File: config.mk
export PLATFORM = sky130hd
export DESIGN_NAME = spriteFetchTop
export DESIGN_NICKNAME = d
export VERILOG_FILES = /design/src/design/pixelPkg.sv /design/src/design/sramPkg.sv /design/src/design/spanFetch.sv /design/src/design/sramReader.sv /design/src/design/pixelUnpack.sv /design/src/design/spriteFetchTop.sv
export VERILOG_INCLUDE_DIRS = /design/src /design/src/design
export SDC_FILE = /design/constraint.sdc
export NUM_CORES = 1
export LEC_CHECK = 0
export BUFFER_PORTS_ARGS = -buffer_cell sky130_fd_sc_hd__buf_2
export CORE_MARGIN = 2
export CORE_UTILIZATION = 55
export CTS_BUF_LIST = sky130_fd_sc_hd__clkbuf_4
export DETAILED_ROUTE_END_ITERATION = 8
export PLACE_DENSITY_LB_ADDON = 0.25
export REMOVE_ABC_BUFFERS = 1
export SLEW_MARGIN = 20
export SYNTH_ARGS = -nofsm -noshare
export SYNTH_HDL_FRONTEND = slang
export SYNTH_HIERARCHICAL = 1
export SYNTH_SLANG_ARGS = --single-unit
File: constraint.sdc
create_clock -name Clk -period 2.66 [get_ports Clk]
set_input_delay 0.399 -clock Clk [delete_from_list [all_inputs] [get_ports Clk]]
set_output_delay 0.399 -clock Clk [all_outputs]
set_load 0.02 [all_outputs]
File: src/design/video_config.svh
//######################################
// one SRAM word per address; SRAM_WAIT must be 1 or more
//######################################
`ifndef VIDEO_CONFIG_SVH
`define VIDEO_CONFIG_SVH

// word address width of the sprite SRAM
// 1M x 16 part on the board
`define SRAM_ADDR_W 20

// cycles that CE and OE stay low before the capture
// 2 covers a 10 ns part with margin at 50 MHz
`define SRAM_WAIT 2

// magenta, see-through in direct mode only
// indexed spans use index 0 instead
`define TRANSPARENT_KEY 16'hF81F

`endif

File: src/design/pixelPkg.sv
//######################################
// pixel side types; palette is fixed greyscale
//######################################
`default_nettype none

package pixelPkg;

	// mode of a whole span
	typedef enum logic {DIRECT = 1'b0, INDEXED = 1'b1} pixMode_e;

	// red in the top bits, as the panel expects
	typedef struct packed {
		logic [4:0] red;
		logic [5:0] green;
		logic [4:0] blue;
	} rgb565_t;

	// one SRAM word, either one color or four nibble indices
	// idx[0] is the low nibble and is drawn first
	typedef union packed {
		rgb565_t rgb;
		logic [3:0][3:0] idx;
	} sramWord_u;

	// reader to unpacker
	typedef struct packed {
		sramWord_u data;
		pixMode_e mode;
		logic last;
	} wordBeat_t;

	// pixel leaving the fetch path
	typedef struct packed {
		logic [15:0] color;
		logic transparent;
		logic last;
	} pixel_t;

	// index stretched to each channel by repeating its top bits
	function automatic rgb565_t paletteColor(input logic [3:0] index);
		rgb565_t c;
		c.red = {index, index[3]};
		c.green = {index, index[3:2]};
		c.blue = {index, index[3]};
		return c;
	endfunction

endpackage

`default_nettype wire

File: src/design/sramPkg.sv
//######################################
// SRAM side types; the SRAM is read only
//######################################
`default_nettype none

`include "video_config.svh"

package sramPkg;

	import pixelPkg::*;

	// span request from the drawing engine
	// count is in words and never zero
	typedef struct packed {
		logic [`SRAM_ADDR_W-1:0] base;
		logic [7:0] count;
		pixMode_e mode;
	} spanCmd_t;

	// pins to the SRAM; WE, UB and LB are tied on the board
	typedef struct packed {
		logic ceN;
		logic oeN;
		logic [`SRAM_ADDR_W-1:0] addr;
	} sramPins_t;

	// one word read, fetch stage to reader
	typedef struct packed {
		logic [`SRAM_ADDR_W-1:0] addr;
		pixMode_e mode;
		logic last;
	} readReq_t;

endpackage

`default_nettype wire

File: src/design/spanFetch.sv
//######################################
// cmd must hold while spanReq is high
// spanAck waits for the last pixel out
//######################################
`default_nettype none
`timescale 1ns/1ps

module spanFetch (
	input  logic              Clk,
	input  logic              rstN,
	input  logic              spanReq,
	input  sramPkg::spanCmd_t cmd,
	output logic              spanAck,
	input  logic              spanDone,
	output logic              rdValid,
	input  logic              rdReady,
	output sramPkg::readReq_t rd
);
	import sramPkg::*;

	typedef enum logic [1:0] {Idle, Issue, Drain, Ack} state_e;

	state_e state;
	// base walks forward, count is words still to issue
	spanCmd_t cur;
	logic startSpan;
	logic lastWord;

	// spanAck is low in idle, so a high req here is a new span
	assign startSpan = (state == Idle) && spanReq;
	assign lastWord = (cur.count == 8'd1);

	assign spanAck = (state == Ack);
	assign rdValid = (state == Issue);
	assign rd = '{addr: cur.base, mode: cur.mode, last: lastWord};

	always_ff @(posedge Clk)
	begin
		if (!rstN)
			state <= Idle;
		else
		begin
			unique case (state)
				Idle:
					if (startSpan)
						state <= Issue;
				Issue:
					// final word taken, now wait for the pixels
					if (rdReady && lastWord)
						state <= Drain;
				Drain:
					if (spanDone)
						state <= Ack;
				Ack:
					// engine drops req, we drop ack
					if (!spanReq)
						state <= Idle;
				default:
					state <= Idle;
			endcase
		end
	end

	// address and count step only on an accepted read
	always_ff @(posedge Clk)
	begin
		if (startSpan)
			cur <= cmd;
		else if (rdValid && rdReady)
		begin
			cur.base <= cur.base + 1'b1;
			cur.count <= cur.count - 1'b1;
		end
	end

	// engine side of the four-phase handshake
	assert property (@(posedge Clk) disable iff (!rstN)
		spanReq && $past(spanReq) |-> $stable(cmd));

	// zero count would never raise last
	assert property (@(posedge Clk) disable iff (!rstN)
		spanReq |-> cmd.count != 8'd0);

endmodule

`default_nettype wire

File: src/design/sramReader.sv
//######################################
// async SRAM read only; data sampled after SRAM_WAIT cycles
//######################################
`default_nettype none
`timescale 1ns/1ps

`include "video_config.svh"

module sramReader (
	input  logic                Clk,
	input  logic                rstN,
	input  logic                rdValid,
	output logic                rdReady,
	input  sramPkg::readReq_t   rd,
	output sramPkg::sramPins_t  sram,
	input  logic [15:0]         sramData,
	output logic                wordValid,
	input  logic                wordReady,
	output pixelPkg::wordBeat_t word
);
	import sramPkg::*;
	import pixelPkg::*;

	localparam int WaitW = $clog2(`SRAM_WAIT + 1);
	localparam logic [WaitW-1:0] WaitLast = WaitW'(`SRAM_WAIT - 1);

	typedef enum logic [1:0] {Idle, Access, Hold} state_e;

	state_e state;
	logic [WaitW-1:0] waitCnt;
	// request being served, address stays on the pins
	readReq_t req;
	wordBeat_t beat;
	logic take;
	logic capture;

	// a new request may enter on the same edge the held word leaves
	assign rdReady = (state == Idle) || ((state == Hold) && wordReady);
	assign take = rdValid && rdReady;
	// last cycle of the access window
	assign capture = (state == Access) && (waitCnt == WaitLast);

	assign wordValid = (state == Hold);
	assign word = beat;

	// chip selected and outputs enabled only during the access
	assign sram = '{ceN: (state != Access), oeN: (state != Access), addr: req.addr};

	always_ff @(posedge Clk)
	begin
		if (!rstN)
		begin
			state <= Idle;
			waitCnt <= '0;
		end
		else
		begin
			if (take)
				waitCnt <= '0;
			else if (state == Access)
				waitCnt <= waitCnt + 1'b1;

			unique case (state)
				Idle:
					if (take)
						state <= Access;
				Access:
					if (capture)
						state <= Hold;
				Hold:
					// back to back when the fetch stage has one waiting
					if (wordReady)
						state <= take ? Access : Idle;
				default:
					state <= Idle;
			endcase
		end
	end

	always_ff @(posedge Clk)
	begin
		if (take)
			req <= rd;
		// mode and last ride along with the data
		if (capture)
		begin
			beat.data <= sramData;
			beat.mode <= req.mode;
			beat.last <= req.last;
		end
	end

	// bus contention guard on the shared data pins
	assert property (@(posedge Clk) disable iff (!rstN)
		!sram.oeN |-> !sram.ceN);

	// each access keeps OE low for exactly the wait window
	assert property (@(posedge Clk) disable iff (!rstN)
		$fell(sram.oeN) |-> !sram.oeN [*`SRAM_WAIT] ##1 sram.oeN);

endmodule

`default_nettype wire

File: src/design/pixelUnpack.sv
//######################################
// one pixel per direct word, four per indexed word
//######################################
`default_nettype none
`timescale 1ns/1ps

`include "video_config.svh"

module pixelUnpack (
	input  logic                Clk,
	input  logic                rstN,
	input  logic                wordValid,
	output logic                wordReady,
	input  pixelPkg::wordBeat_t word,
	output logic                pixValid,
	input  logic                pixReady,
	output pixelPkg::pixel_t    pix,
	output logic                spanDone
);
	import pixelPkg::*;

	// word being unpacked
	wordBeat_t cur;
	logic full;
	// which nibble goes out next, low first
	logic [1:0] nib;
	logic [3:0] idx;
	logic finalPix;
	logic handOff;

	assign pixValid = full;
	assign handOff = pixValid && pixReady;
	assign finalPix = (cur.mode == DIRECT) || (nib == 2'd3);
	// refill while the final pixel of this word leaves
	assign wordReady = !full || (pixReady && finalPix);
	assign idx = cur.data.idx[nib];

	always_comb
	begin
		// only the closing pixel of the last word
		pix.last = cur.last && finalPix;
		if (cur.mode == DIRECT)
		begin
			pix.color = cur.data.rgb;
			pix.transparent = (cur.data.rgb == `TRANSPARENT_KEY);
		end
		else
		begin
			pix.color = paletteColor(idx);
			// index 0 is see-through
			pix.transparent = (idx == 4'd0);
		end
	end

	// tells the fetch stage the span has fully left
	assign spanDone = handOff && pix.last;

	always_ff @(posedge Clk)
	begin
		if (!rstN)
		begin
			full <= 1'b0;
			nib <= 2'd0;
		end
		else if (wordValid && wordReady)
		begin
			full <= 1'b1;
			nib <= 2'd0;
		end
		else if (handOff && finalPix)
			full <= 1'b0;
		else if (handOff)
			nib <= nib + 1'b1;
	end

	always_ff @(posedge Clk)
	begin
		if (wordValid && wordReady)
			cur <= word;
	end

	// stalled pixel must not change under the sink
	assert property (@(posedge Clk) disable iff (!rstN)
		pixValid && !pixReady |=> pixValid && $stable(pix));

endmodule

`default_nettype wire

File: src/design/spriteFetchTop.sv
//######################################
// span fetch path; latency varies, spanAck marks the end
//######################################
`default_nettype none
`timescale 1ns/1ps

module spriteFetchTop (
	input  logic               Clk,
	input  logic               rstN,
	input  logic               spanReq,
	input  sramPkg::spanCmd_t  cmd,
	output logic               spanAck,
	output sramPkg::sramPins_t sram,
	input  logic [15:0]        sramData,
	output logic               pixValid,
	input  logic               pixReady,
	output pixelPkg::pixel_t   pix
);
	import sramPkg::*;
	import pixelPkg::*;

	// fetch to reader
	logic rdValid;
	logic rdReady;
	readReq_t rd;
	// reader to unpacker
	logic wordValid;
	logic wordReady;
	wordBeat_t word;
	// unpacker back to fetch
	logic spanDone;

	spanFetch i_spanFetch (
		.Clk      (Clk),
		.rstN     (rstN),
		.spanReq  (spanReq),
		.cmd      (cmd),
		.spanAck  (spanAck),
		.spanDone (spanDone),
		.rdValid  (rdValid),
		.rdReady  (rdReady),
		.rd       (rd)
	);

	sramReader i_sramReader (
		.Clk       (Clk),
		.rstN      (rstN),
		.rdValid   (rdValid),
		.rdReady   (rdReady),
		.rd        (rd),
		.sram      (sram),
		.sramData  (sramData),
		.wordValid (wordValid),
		.wordReady (wordReady),
		.word      (word)
	);

	pixelUnpack i_pixelUnpack (
		.Clk       (Clk),
		.rstN      (rstN),
		.wordValid (wordValid),
		.wordReady (wordReady),
		.word      (word),
		.pixValid  (pixValid),
		.pixReady  (pixReady),
		.pix       (pix),
		.spanDone  (spanDone)
	);

endmodule

`default_nettype wire

==> Word level (Yosys, flattened, before mapping) <==
Index checks and enable logic that the tools add are counted.
Widths: inputs -> output; s select.
{ "word_totals": {"reg_bits": 96, "inputBits": 49, "output_inout_bits": 42, "word_cells": 83} }
{ "op_classes": {"n_addsub": 4, "order_cmp": 1, "eq_ne": 17, "mux": 17, "bitwise": 3, "reduce_logical": 24} }
{ "ops": {"columns": ["op", "n"], "rows": [
  ["$mux 28", 2],
  ["$add 20x1->20 const B", 1],
  ["$mux 17", 1],
  ["$eq 16x16->1 const B", 1],
  ["$mux 2", 7],
  ["$logic_and 1x1->1", 10],
  ["$ne 2x1->1 const B", 5],
  ["$bmux 4 s2", 1],
  ["$eq 2x2->1 const B", 4],
  ["$eq 8x1->1 const B", 1],
  ["$pmux 2 s4", 1],
  ["$sub 8x1->8 const B", 1],
  ["$eq 2x1->1 const B", 3],
  ["$ne 2x2->1 const B", 3],
  ["$pmux 2 s3", 1],
  ["$add 2x1->2 const B", 2],
  ["$logic_not 2->1", 2],
  ["$logic_not 4->1", 1],
  ["$mux 4", 1],
  ["$reduce_and 4->1", 1],
  ["$reduce_bool 2->1", 2],
  ["$reduce_or 2->1", 2],
  ["$logic_or 1x1->1", 3],
  ["$lt 2x3->1 const B", 1],
  ["5 further kinds", 9]
]} }

==> Logic depth before layout (Yosys ltp) <==
Gate-level depths: netlist of run 1.
{ "depth": {"depth_word": 10, "mapped_depth": 9, "ltp_nobuf": 9} }

==> By module <==
Netlist of run 1, hierarchy kept.
{ "by_module_without_submodules": {"columns": ["mod", "n_inst", "cells_per_inst", "area_each_um2", "seq_area_each_um2"], "rows": [
  ["spanFetch", 1, 214, 1998.2, 910.9],
  ["sramReader", 1, 84, 1577.8, 1281.2],
  ["pixelUnpack", 1, 87, 1038.5, 600.6]
]} }

==> Least setup slack after synthesis of run 1 <==
No wires, ideal clock.
{ "synth_timing": {"path_kind": "register to register", "from": "register i_pixelUnpack.nib[1]", "to": "register i_spanFetch/cur[1] (netlist bit), enable pin", "setup_time_ns": 0.451, "arrival_time_ns": 1.879, "required_time_ns": 2.209, "setup_slack_ns": 0.329, "path_stages_with_launch": 9, "path_buffers": 0, "period_less_slack_ns": 2.331, "cell_sequence": "dfxtp_1 ha_1 nand2b_1 a21boi_0 inv_1 and2b_2 nor2_1 nand2_1 nand2_1"} }
{ "synth_between": {"elab_chain_cells": 8} }
{ "synth_rtl": {"columns": ["item", "line_no", "text"], "rows": [
  ["from (decl)", "pixelUnpack.sv:26", "logic [1:0] nib;"],
  ["from (signal assigned)", "pixelUnpack.sv:73", "nib <= nib + 1'b1;"],
  ["$eq 2x2->1", "pixelUnpack.sv:33", "assign finalPix = (cur.mode == DIRECT) || (nib == 2'd3);"],
  ["$logic_or 1x1->1", "pixelUnpack.sv:33", null],
  ["$logic_and 1x1->1", "pixelUnpack.sv:35", "assign wordReady = !full || (pixReady && finalPix);"],
  ["$logic_or 1x1->1", "pixelUnpack.sv:35", null],
  ["named net wordReady", "spriteFetchTop.sv:28", "logic wordReady;"],
  ["$logic_and 1x1->1", "sramReader.sv:38", "assign rdReady = (state == Idle) || ((state == Hold) && wordReady);"],
  ["$logic_or 1x1->1", "sramReader.sv:38", null],
  ["named net rdReady", "spriteFetchTop.sv:24", "logic rdReady;"],
  ["$logic_and 1x1->1", "spanFetch.sv:69", "else if (rdValid && rdReady)"],
  ["$reduce_bool 2->1 (no line)", null, null],
  ["to (signal assigned)", "spanFetch.sv:68", "cur <= cmd;"],
  ["to (decl)", "spanFetch.sv:25", "spanCmd_t cur;"]
]} }
The timed path passes the listed nets, and every way through them passes these cells.
A chain may end at the register's enable or synchronous reset.

==> key figures, run 1 <==
Outcome
  • Outcome: complete, no violations

Clocking
  • # clock sinks: 96
  • CTS tree: done
  • Root Buffer Master: clkbuf_4
  • Clock Path Buffers: 2
  • CTS Buf Count: 9
  • Reg clk slew, reported paths: 0.15 ns
  • Post-CTS Hold Fix Bufs: 0
  • H-tree depth: 3
  • Clock Latency Late Sink: 0.43 ns

Place
  • Placed cell areas: 0.00491 mm^2
  • Dpl hpwl: 5.79 mm
  • IO buf count: 90
  • Final RePlAce weighted congestion: 0.778
  • Placed Cells: 537

Yosys
  • Synthesis warning total: 6
  • Post-synth ARST share: 0%
  • Synth Instances: 385
  • Top FF cell, synth: edfxtp_1
  • Synthesized area: 0.00461 mm^2
  • Yosys cell types: 48
  • Number of flops mapped to enable cells by yosys: 87
  • Post-synthesis sequential area ratio: 60.5%
  • Post-synthesis area per instance: 12.0 um^2
  • Yosys reg bits: 96

Worst setup path
  • Crit path DAT: 2.11 ns
  • Worst setup endpoint: pix[1]
  • Crit path kind: reg2out
  • Worst r2r path cells: 9
  • Worst reg-to-reg setup slack: 0.35 ns
  • FF-to-FF End: i_spanFetch/state[0]$_SDFFE_PN0P_
  • CP Data Required Time: 2.26 ns
  • Crit. End Element: output port
  • Critical path startpoint: i_pixelUnpack/cur[7]$_DFFE_PP_
  • Crit Reg-Reg Startpoint: i_pixelUnpack/nib[1]$_SDFFE_PP0P_
  • CP Launch Type: flip-flop
  • Worst Path Max Fanout: 3

STA
  • Fmax: 399 MHz
  • Final hold slack: 0.131 ns
  • Final period demand of the worst path: 2.51 ns
  • RSZ-0062 raised after global routing: no
  • Final Setup Violations: 0
  • Final period util: 94.3%
  • Final count of pins violating max slew: 0
  • Worst Skew: 0.0175 ns
  • Final hold viol count: 0
  • Slew @ Worst Pin: 0.541 ns
  • Slew Limit Headroom: 63.6%
  • Setup TNS: 0 ns

Drt
  • Vias per cell: 5.15
  • Routed wire length: 8.13 mm
  • Detailed Route Iter0 Violations: 131
  • DR vias: 2848
  • Remaining DRCs: 0
  • Post-route ant nets: 0
  • Wire per inst: 14.7 um
  • DRT Pass-1 Iters: 4

Final layout
  • Antenna cells: 0
  • Layout cell share with drive strength beyond 1: 29.5%
  • Post-Layout Cell Count: 553
  • Fin nets: 501
  • Final Util: 61.8%
  • Layout area overhead: 9.57%
  • Post-route cell area: 0.00506 mm^2

Global route
  • M2 GR Usage: 31.9%
  • Global route total overflow: 0
  • Initial antenna violation count: 0
  • Global Route met3 Usage: 4.90%
  • Vias in the first global route: 2790
  • First-pass GRT wire length: 13.0 mm
  • Met1 Use GR: 23.3%
  • GRT Util Overall: 19.0%
  • Pin count of the biggest net entering global routing: 43
  • GRT Max-Usage Layer: met2

Power
  • Pleak: 1.93 nW
  • Pwr dens: 957 mW/mm^2
  • Worst vdd ir: 0.000552 V

Run
  • Maxcap violations: 0

Die
  • Full die area: 0.00914 mm^2
  • Core Area: 0.00818 mm^2
  • Die Wd: 95.6 um
  • Die height: 95.6 um
  • Std cell rows: 33
  • Initial Util: 56.4%
  • Top Ports: 91

Worst hold path
  • Hold WC Path Type: in2reg
[state kept, by name, indices dropped and copies added (netlist names)]
signal and count:
i_spanFetch/rd 21, i_sramReader/sram 20, i_pixelUnpack/cur 18, i_sramReader/word 18, i_spanFetch/cur 8, i_pixelUnpack/nib 2
i_spanFetch/state 2, i_sramReader/req 2, i_sramReader/state 2, i_sramReader/waitCnt 2, i_pixelUnpack/pixValid 1
[metrics by stage]
step | total power [mW] | worst slack, ns
floorplan | 3.57 | 0.246
global placement | 4.03 | 0.431
detailed placement | 4.09 | 0.312
CTS | 4.87 | 0.0586
global route | 5.17 | 0.0360
finish | 4.84 | 0.152
[critical path, cell delays in order (launching register included)]
cell      delay (ns)
edfxtp_1        0.43
or4b_1          0.57
nor4_2          0.15
nand4_1         0.14
o41ai_2         0.21
buf_2           0.21
[cell usage in the layout (no fill, tap or decap), types with 2 or more instances in the layout]
cell type   count
a21oi_1         4
nor2_1         21
ha_1            9
nand2_1        43
mux4_2          3
nand2b_1        3
clkbuf_4        9
clkinvlp_4      2
o21ai_0        38
o21a_1          3
edfxtp_1       87
xor2_1          4
nor4_1          9
nand4_1         6
buf_4           7
nand3_1         8
a31oi_1         3
xnor2_1        18
clkinv_4        3
and3_1          2
mux2i_1         3
nor2b_1         2
dfxtp_1         8
nor3_1          5
nor4_2          2
buf_2          90
and2_1          2
inv_1          30
[power breakdown]
group	internal (mW)	total, mW	leakage (nW)	switching (mW)
Clock	0.295	0.789	0.0727	0.494
Sequential	2.28	2.64	0.885	0.359
Combinational	0.545	1.41	0.977	0.864
Total	3.12	4.84	1.93	1.72
[what timing repair did]
item	in CTS	in global routing
endpoints found under the setup margin	0	1
resized for setup	0	1
setup buffers	0	0
[kinds of logic after synthesis]
group                      Yosys count  share of synthesized area [%]
xor gates and xnor gates            22                           4.18
buffers and inverters               82                           10.4
adders and majority gates            9                           2.44
muxes                                7                           2.68
AOI/OAI and AO/OA                   55                           7.00
DFF                                 96                           60.5
and+or+nand+nor                    114                           12.8
[cells in the mapped netlist, drive strengths merged, types with 4 or more instances]
library cell  count  area, um^2
inv              31         116
a21oi             4        20.0
nor3              5        25.0
edfxtp           87        2610
clkbuf            5        18.8
nand2            43         161
xor2              4        35.0
nor2             22        85.1
dfxtp             9         180
ha                9         113
buf              46         343
nand3             8        40.0
xnor2            18         158
nand2b            4        27.5
nor4             11        81.3
nand4             7        58.8
mux4              4        93.8
o21ai            39         199
[worst min-delay path by stage]
stage | startpoint | to | cells past startpoint
final | sramData[2] | i_sramReader/word[4]$_DFFE_PP_ | 1
after global routing | sramData[11] | i_sramReader/word[13]$_DFFE_PP_ | 1
after CTS | sramData[2] | i_sramReader/word[4]$_DFFE_PP_ | 1
after detailed placement | i_sramReader/word[17]$_DFFE_PP_ | i_pixelUnpack/cur[17]$_DFFE_PP_ | 0
after global placement | i_sramReader/word[2]$_DFFE_PP_ | i_pixelUnpack/cur[2]$_DFFE_PP_ | 0
after floorplan | i_sramReader/word[0]$_DFFE_PP_ | i_pixelUnpack/cur[0]$_DFFE_PP_ | 0
[per-layer routing]
metal,wire length (um),vias to the layer above
met3,411,6
met1,3630,1324
met2,4010,77
li1,-,1441
met5,0,-
met4,81,0
[layout make-up]
| cell class | instances | area, um^2 |
|---|---|---|
| fill | 701 | 3120 |
| sequential | 96 | 2790 |
| inverter | 31 | 116 |
| multi-input combinational | 207 | 1340 |
| timing repair buffer | 98 | 523 |
| clock buffer | 9 | 67.6 |
| clock inverter | 7 | 80.1 |
| tap | 105 | 131 |
Power figures use the tool's default switching activity.
==> run 2, diff against run 1 <==
--- a/config.mk
+++ b/config.mk
@@ -13,6 +13,7 @@
 export DETAILED_ROUTE_END_ITERATION = 8
 export PLACE_DENSITY_LB_ADDON = 0.25
 export REMOVE_ABC_BUFFERS = 1
+export SETUP_SLACK_MARGIN = 0.3
 export SLEW_MARGIN = 20
 export SYNTH_ARGS = -nofsm -noshare
 export SYNTH_HDL_FRONTEND = slang
==> key figures, run 2 (synthesized netlist as in run 1, its figures left out) <==
Outcome
  • Outcome: complete, no violations

Clocking
  • CTS tree: done
  • Clock Path Buffers: 2 (unchanged)
  • Reg clk slew, reported paths: 0.15 ns (about the same)
  • H-tree depth: 3 (unchanged)
  • Root Buffer Master: clkbuf_4
  • CTS Buf Count: 9 (unchanged)
  • # clock sinks: 96 (unchanged)
  • Post-CTS Hold Fix Bufs: 0 (unchanged)
  • Clock Latency Late Sink: 0.43 ns (about the same)

Place
  • Placed Cells: 537 (unchanged)
  • Final RePlAce weighted congestion: 0.778 (unchanged)
  • Dpl hpwl: 5.79 mm (unchanged)
  • IO buf count: 90 (unchanged)

STA
  • Final hold viol count: 0 (unchanged)
  • Final period demand of the worst path: 2.48 ns (-0.0298 ns)
  • Final Setup Violations: 0 (unchanged)
  • Fmax: 404 MHz (+1.2%)
  • RSZ-0062 raised after global routing: yes
  • Final period util: 93.2% (-1.1 points)
  • Final count of pins violating max slew: 0 (unchanged)
  • Setup TNS: 0 ns (unchanged)
  • Slew @ Worst Pin: 0.548 ns (+0.00789 ns)
  • Slew Limit Headroom: 63.1% (-0.53 points)
  • Worst Skew: 0.0165 ns (-0.00101 ns)

Final layout
  • Layout cell share with drive strength beyond 1: 30.7% (+1.2 points)
  • Layout area overhead: 10.3%
  • Commonest non-fill, non-tap cells in the layout: buf_2 (89), edfxtp_1 (87), nand2_1 (42), o21ai_0 (38), inv_1 (30)
  • Post-Layout Cell Count: 555 (+0.36%)
  • Fin nets: 503 (+0.40%)
  • Max FFs per register: 21 (unchanged)
  • Most common cell after layout, fill and taps aside: buf_2
  • Antenna cells: 0 (unchanged)

Drt
  • Vias per cell: 5.20 (+1.0%)
  • DR vias: 2888 (+1.4%)
  • Detailed Route Iter0 Violations: 136 (+3.8%)
  • Post-route ant nets: 0 (unchanged)
  • Wire per inst: 14.9 um (+1.1%)
  • Routed wire length: 8.25 mm (+1.5%)
  • DRT Pass-1 Iters: 4 (unchanged)
  • Remaining DRCs: 0 (unchanged)

Worst setup path
  • CP peak stage delay: 0.55 ns (-0.02 ns)
  • Delay-heaviest family, CP: simple AND/OR/NAND/NOR gates
  • CP Data Required Time: 2.26 ns (about the same)
  • Crit-path cells: or4b_4 -> nor4_2 -> nand4_1 -> o41ai_2 -> buf_4
  • Crit path kind: reg2out
  • Critical Path Stages: 5 (unchanged)
  • Crit. End Element: output port
  • CP max-delay cell: or4b_4
  • Worst r2r path cells: 9 (unchanged)
  • Worst Path Max Fanout: 3 (unchanged)
  • Crit path DAT: 2.08 ns (-0.03 ns)
  • WP buf/inv: 1 (unchanged)
  • Critical path startpoint: i_pixelUnpack/cur[7]$_DFFE_PP_
  • CP Launch Type: flip-flop
  • Crit Reg-Reg Startpoint: i_pixelUnpack/nib[0]$_SDFFE_PP0P_

Global route
  • Global Route met3 Usage: 4.98% (+0.079 points)
  • First-pass GRT wire length: 13.0 mm (unchanged)
  • Vias in the first global route: 2797 (+0.25%)
  • Met1 Use GR: 23.3% (unchanged)
  • Pin count of the biggest net entering global routing: 43 (unchanged)
  • M2 GR Usage: 31.8% (-0.12 points)
  • GRT Max-Usage Layer: met2
  • Initial antenna violation count: 0 (unchanged)
  • GRT Util Overall: 19.0% (about the same)
  • Global route total overflow: 0 (unchanged)

Die
  • Std cell rows: 33 (unchanged)
  • Full die area: 0.00914 mm^2 (unchanged)
  • Die height: 95.6 um (unchanged)
  • Die Wd: 95.6 um (unchanged)
  • Top Ports: 91 (unchanged)
  • Initial Util: 56.4% (unchanged)
  • Core Area: 0.00818 mm^2 (unchanged)

Power
  • PnR Total Power: 4.84 mW (+0.12%)
  • Pleak: 1.95 nW (+0.82%)
  • Pwr dens: 952 mW/mm^2 (-0.52%)
  • Worst vdd ir: 0.000556 V (+0.60%)

Worst hold path
  • Cells on Worst Hold Path: 1 (unchanged)
  • HP Start: sramData[11]
  • Hold WC Path Type: in2reg

Run
  • Maxcap violations: 0 (unchanged)
run 2: changes by cell type in the layout (fill, tap and decap cells not counted), sizes merged:
cell,before,now
buf,98,100
run 2: area by class of cell:
type | instances | area [um^2]
Sequential cell | 96 | 2800
Tap cell | 105 | 131
Multi-Input combinational cell | 207 | 1360
Fill cell | 693 | 3090
Clock buffer | 9 | 67.6
Inverter | 31 | 116
Clock inverter | 7 | 80.1
Timing Repair Buffer | 100 | 541
run 2: worst paths after layout:
path	end	slack, ns
max	pix[1]	0.18
min	i_sramReader/word[13]$_DFFE_PP_	0.13
max reg2reg	i_spanFetch/state[0]$_SDFFE_PN0P_	0.45
min reg2reg	i_sramReader/word[0]$_DFFE_PP_	0.42
run 2: power breakdown:
part,switching [mW],internal [mW],leakage (nW)
clock network,0.492,0.295,0.0727
logic,0.867,0.550,0.992
registers,0.361,2.28,0.886
total,1.72,3.12,1.95
run 2: repair_timing:
| item | CTS | global route |
|---|---|---|
| pin swaps | 0 | 1 |
| hold endpoints to repair | 0 | 0 |
| cloned | 0 | 0 |
| setup endpoints to repair | 13 | 13 |
| resized for setup | 2 | 6 |
| buffers inserted | 1 | 1 |
run 2: per-stage QoR:
stage / setup WS [ns] / hold slack [ns] / cell area [um^2] / utilization (%)
after floorplan: 0.246 / 0.400 / 4250 / -
after global placement: 0.431 / 0.401 / 4910 / 60.0
after detailed placement: 0.312 / 0.405 / 4910 / 60.0
after CTS: 0.143 / 0.102 / 5070 / 62.0
after global routing: 0.0781 / 0.0842 / 5090 / 62.2
final: 0.182 / 0.131 / 5090 / 62.2
run 2: routing by layer:
layer  part of all wire, %  vias up  wire length (um)
li1                      -     1443                 -
met5                     0        -                 0
met2                    50       73              4120
met3                   4.7        9               390
met1                    44     1363              3640
met4                   1.3        0               110
run 2: worst reg2reg max path, delay by kind of cell, from the launching register on:
family,cells,cell delay (ns)
buffers and inverters,1,0.10
AO/OA/AOI/OAI,3,0.82
AND/OR/NAND/NOR,4,0.58
adder cells (fa/ha/maj),1,0.21
flip-flops,1,0.41
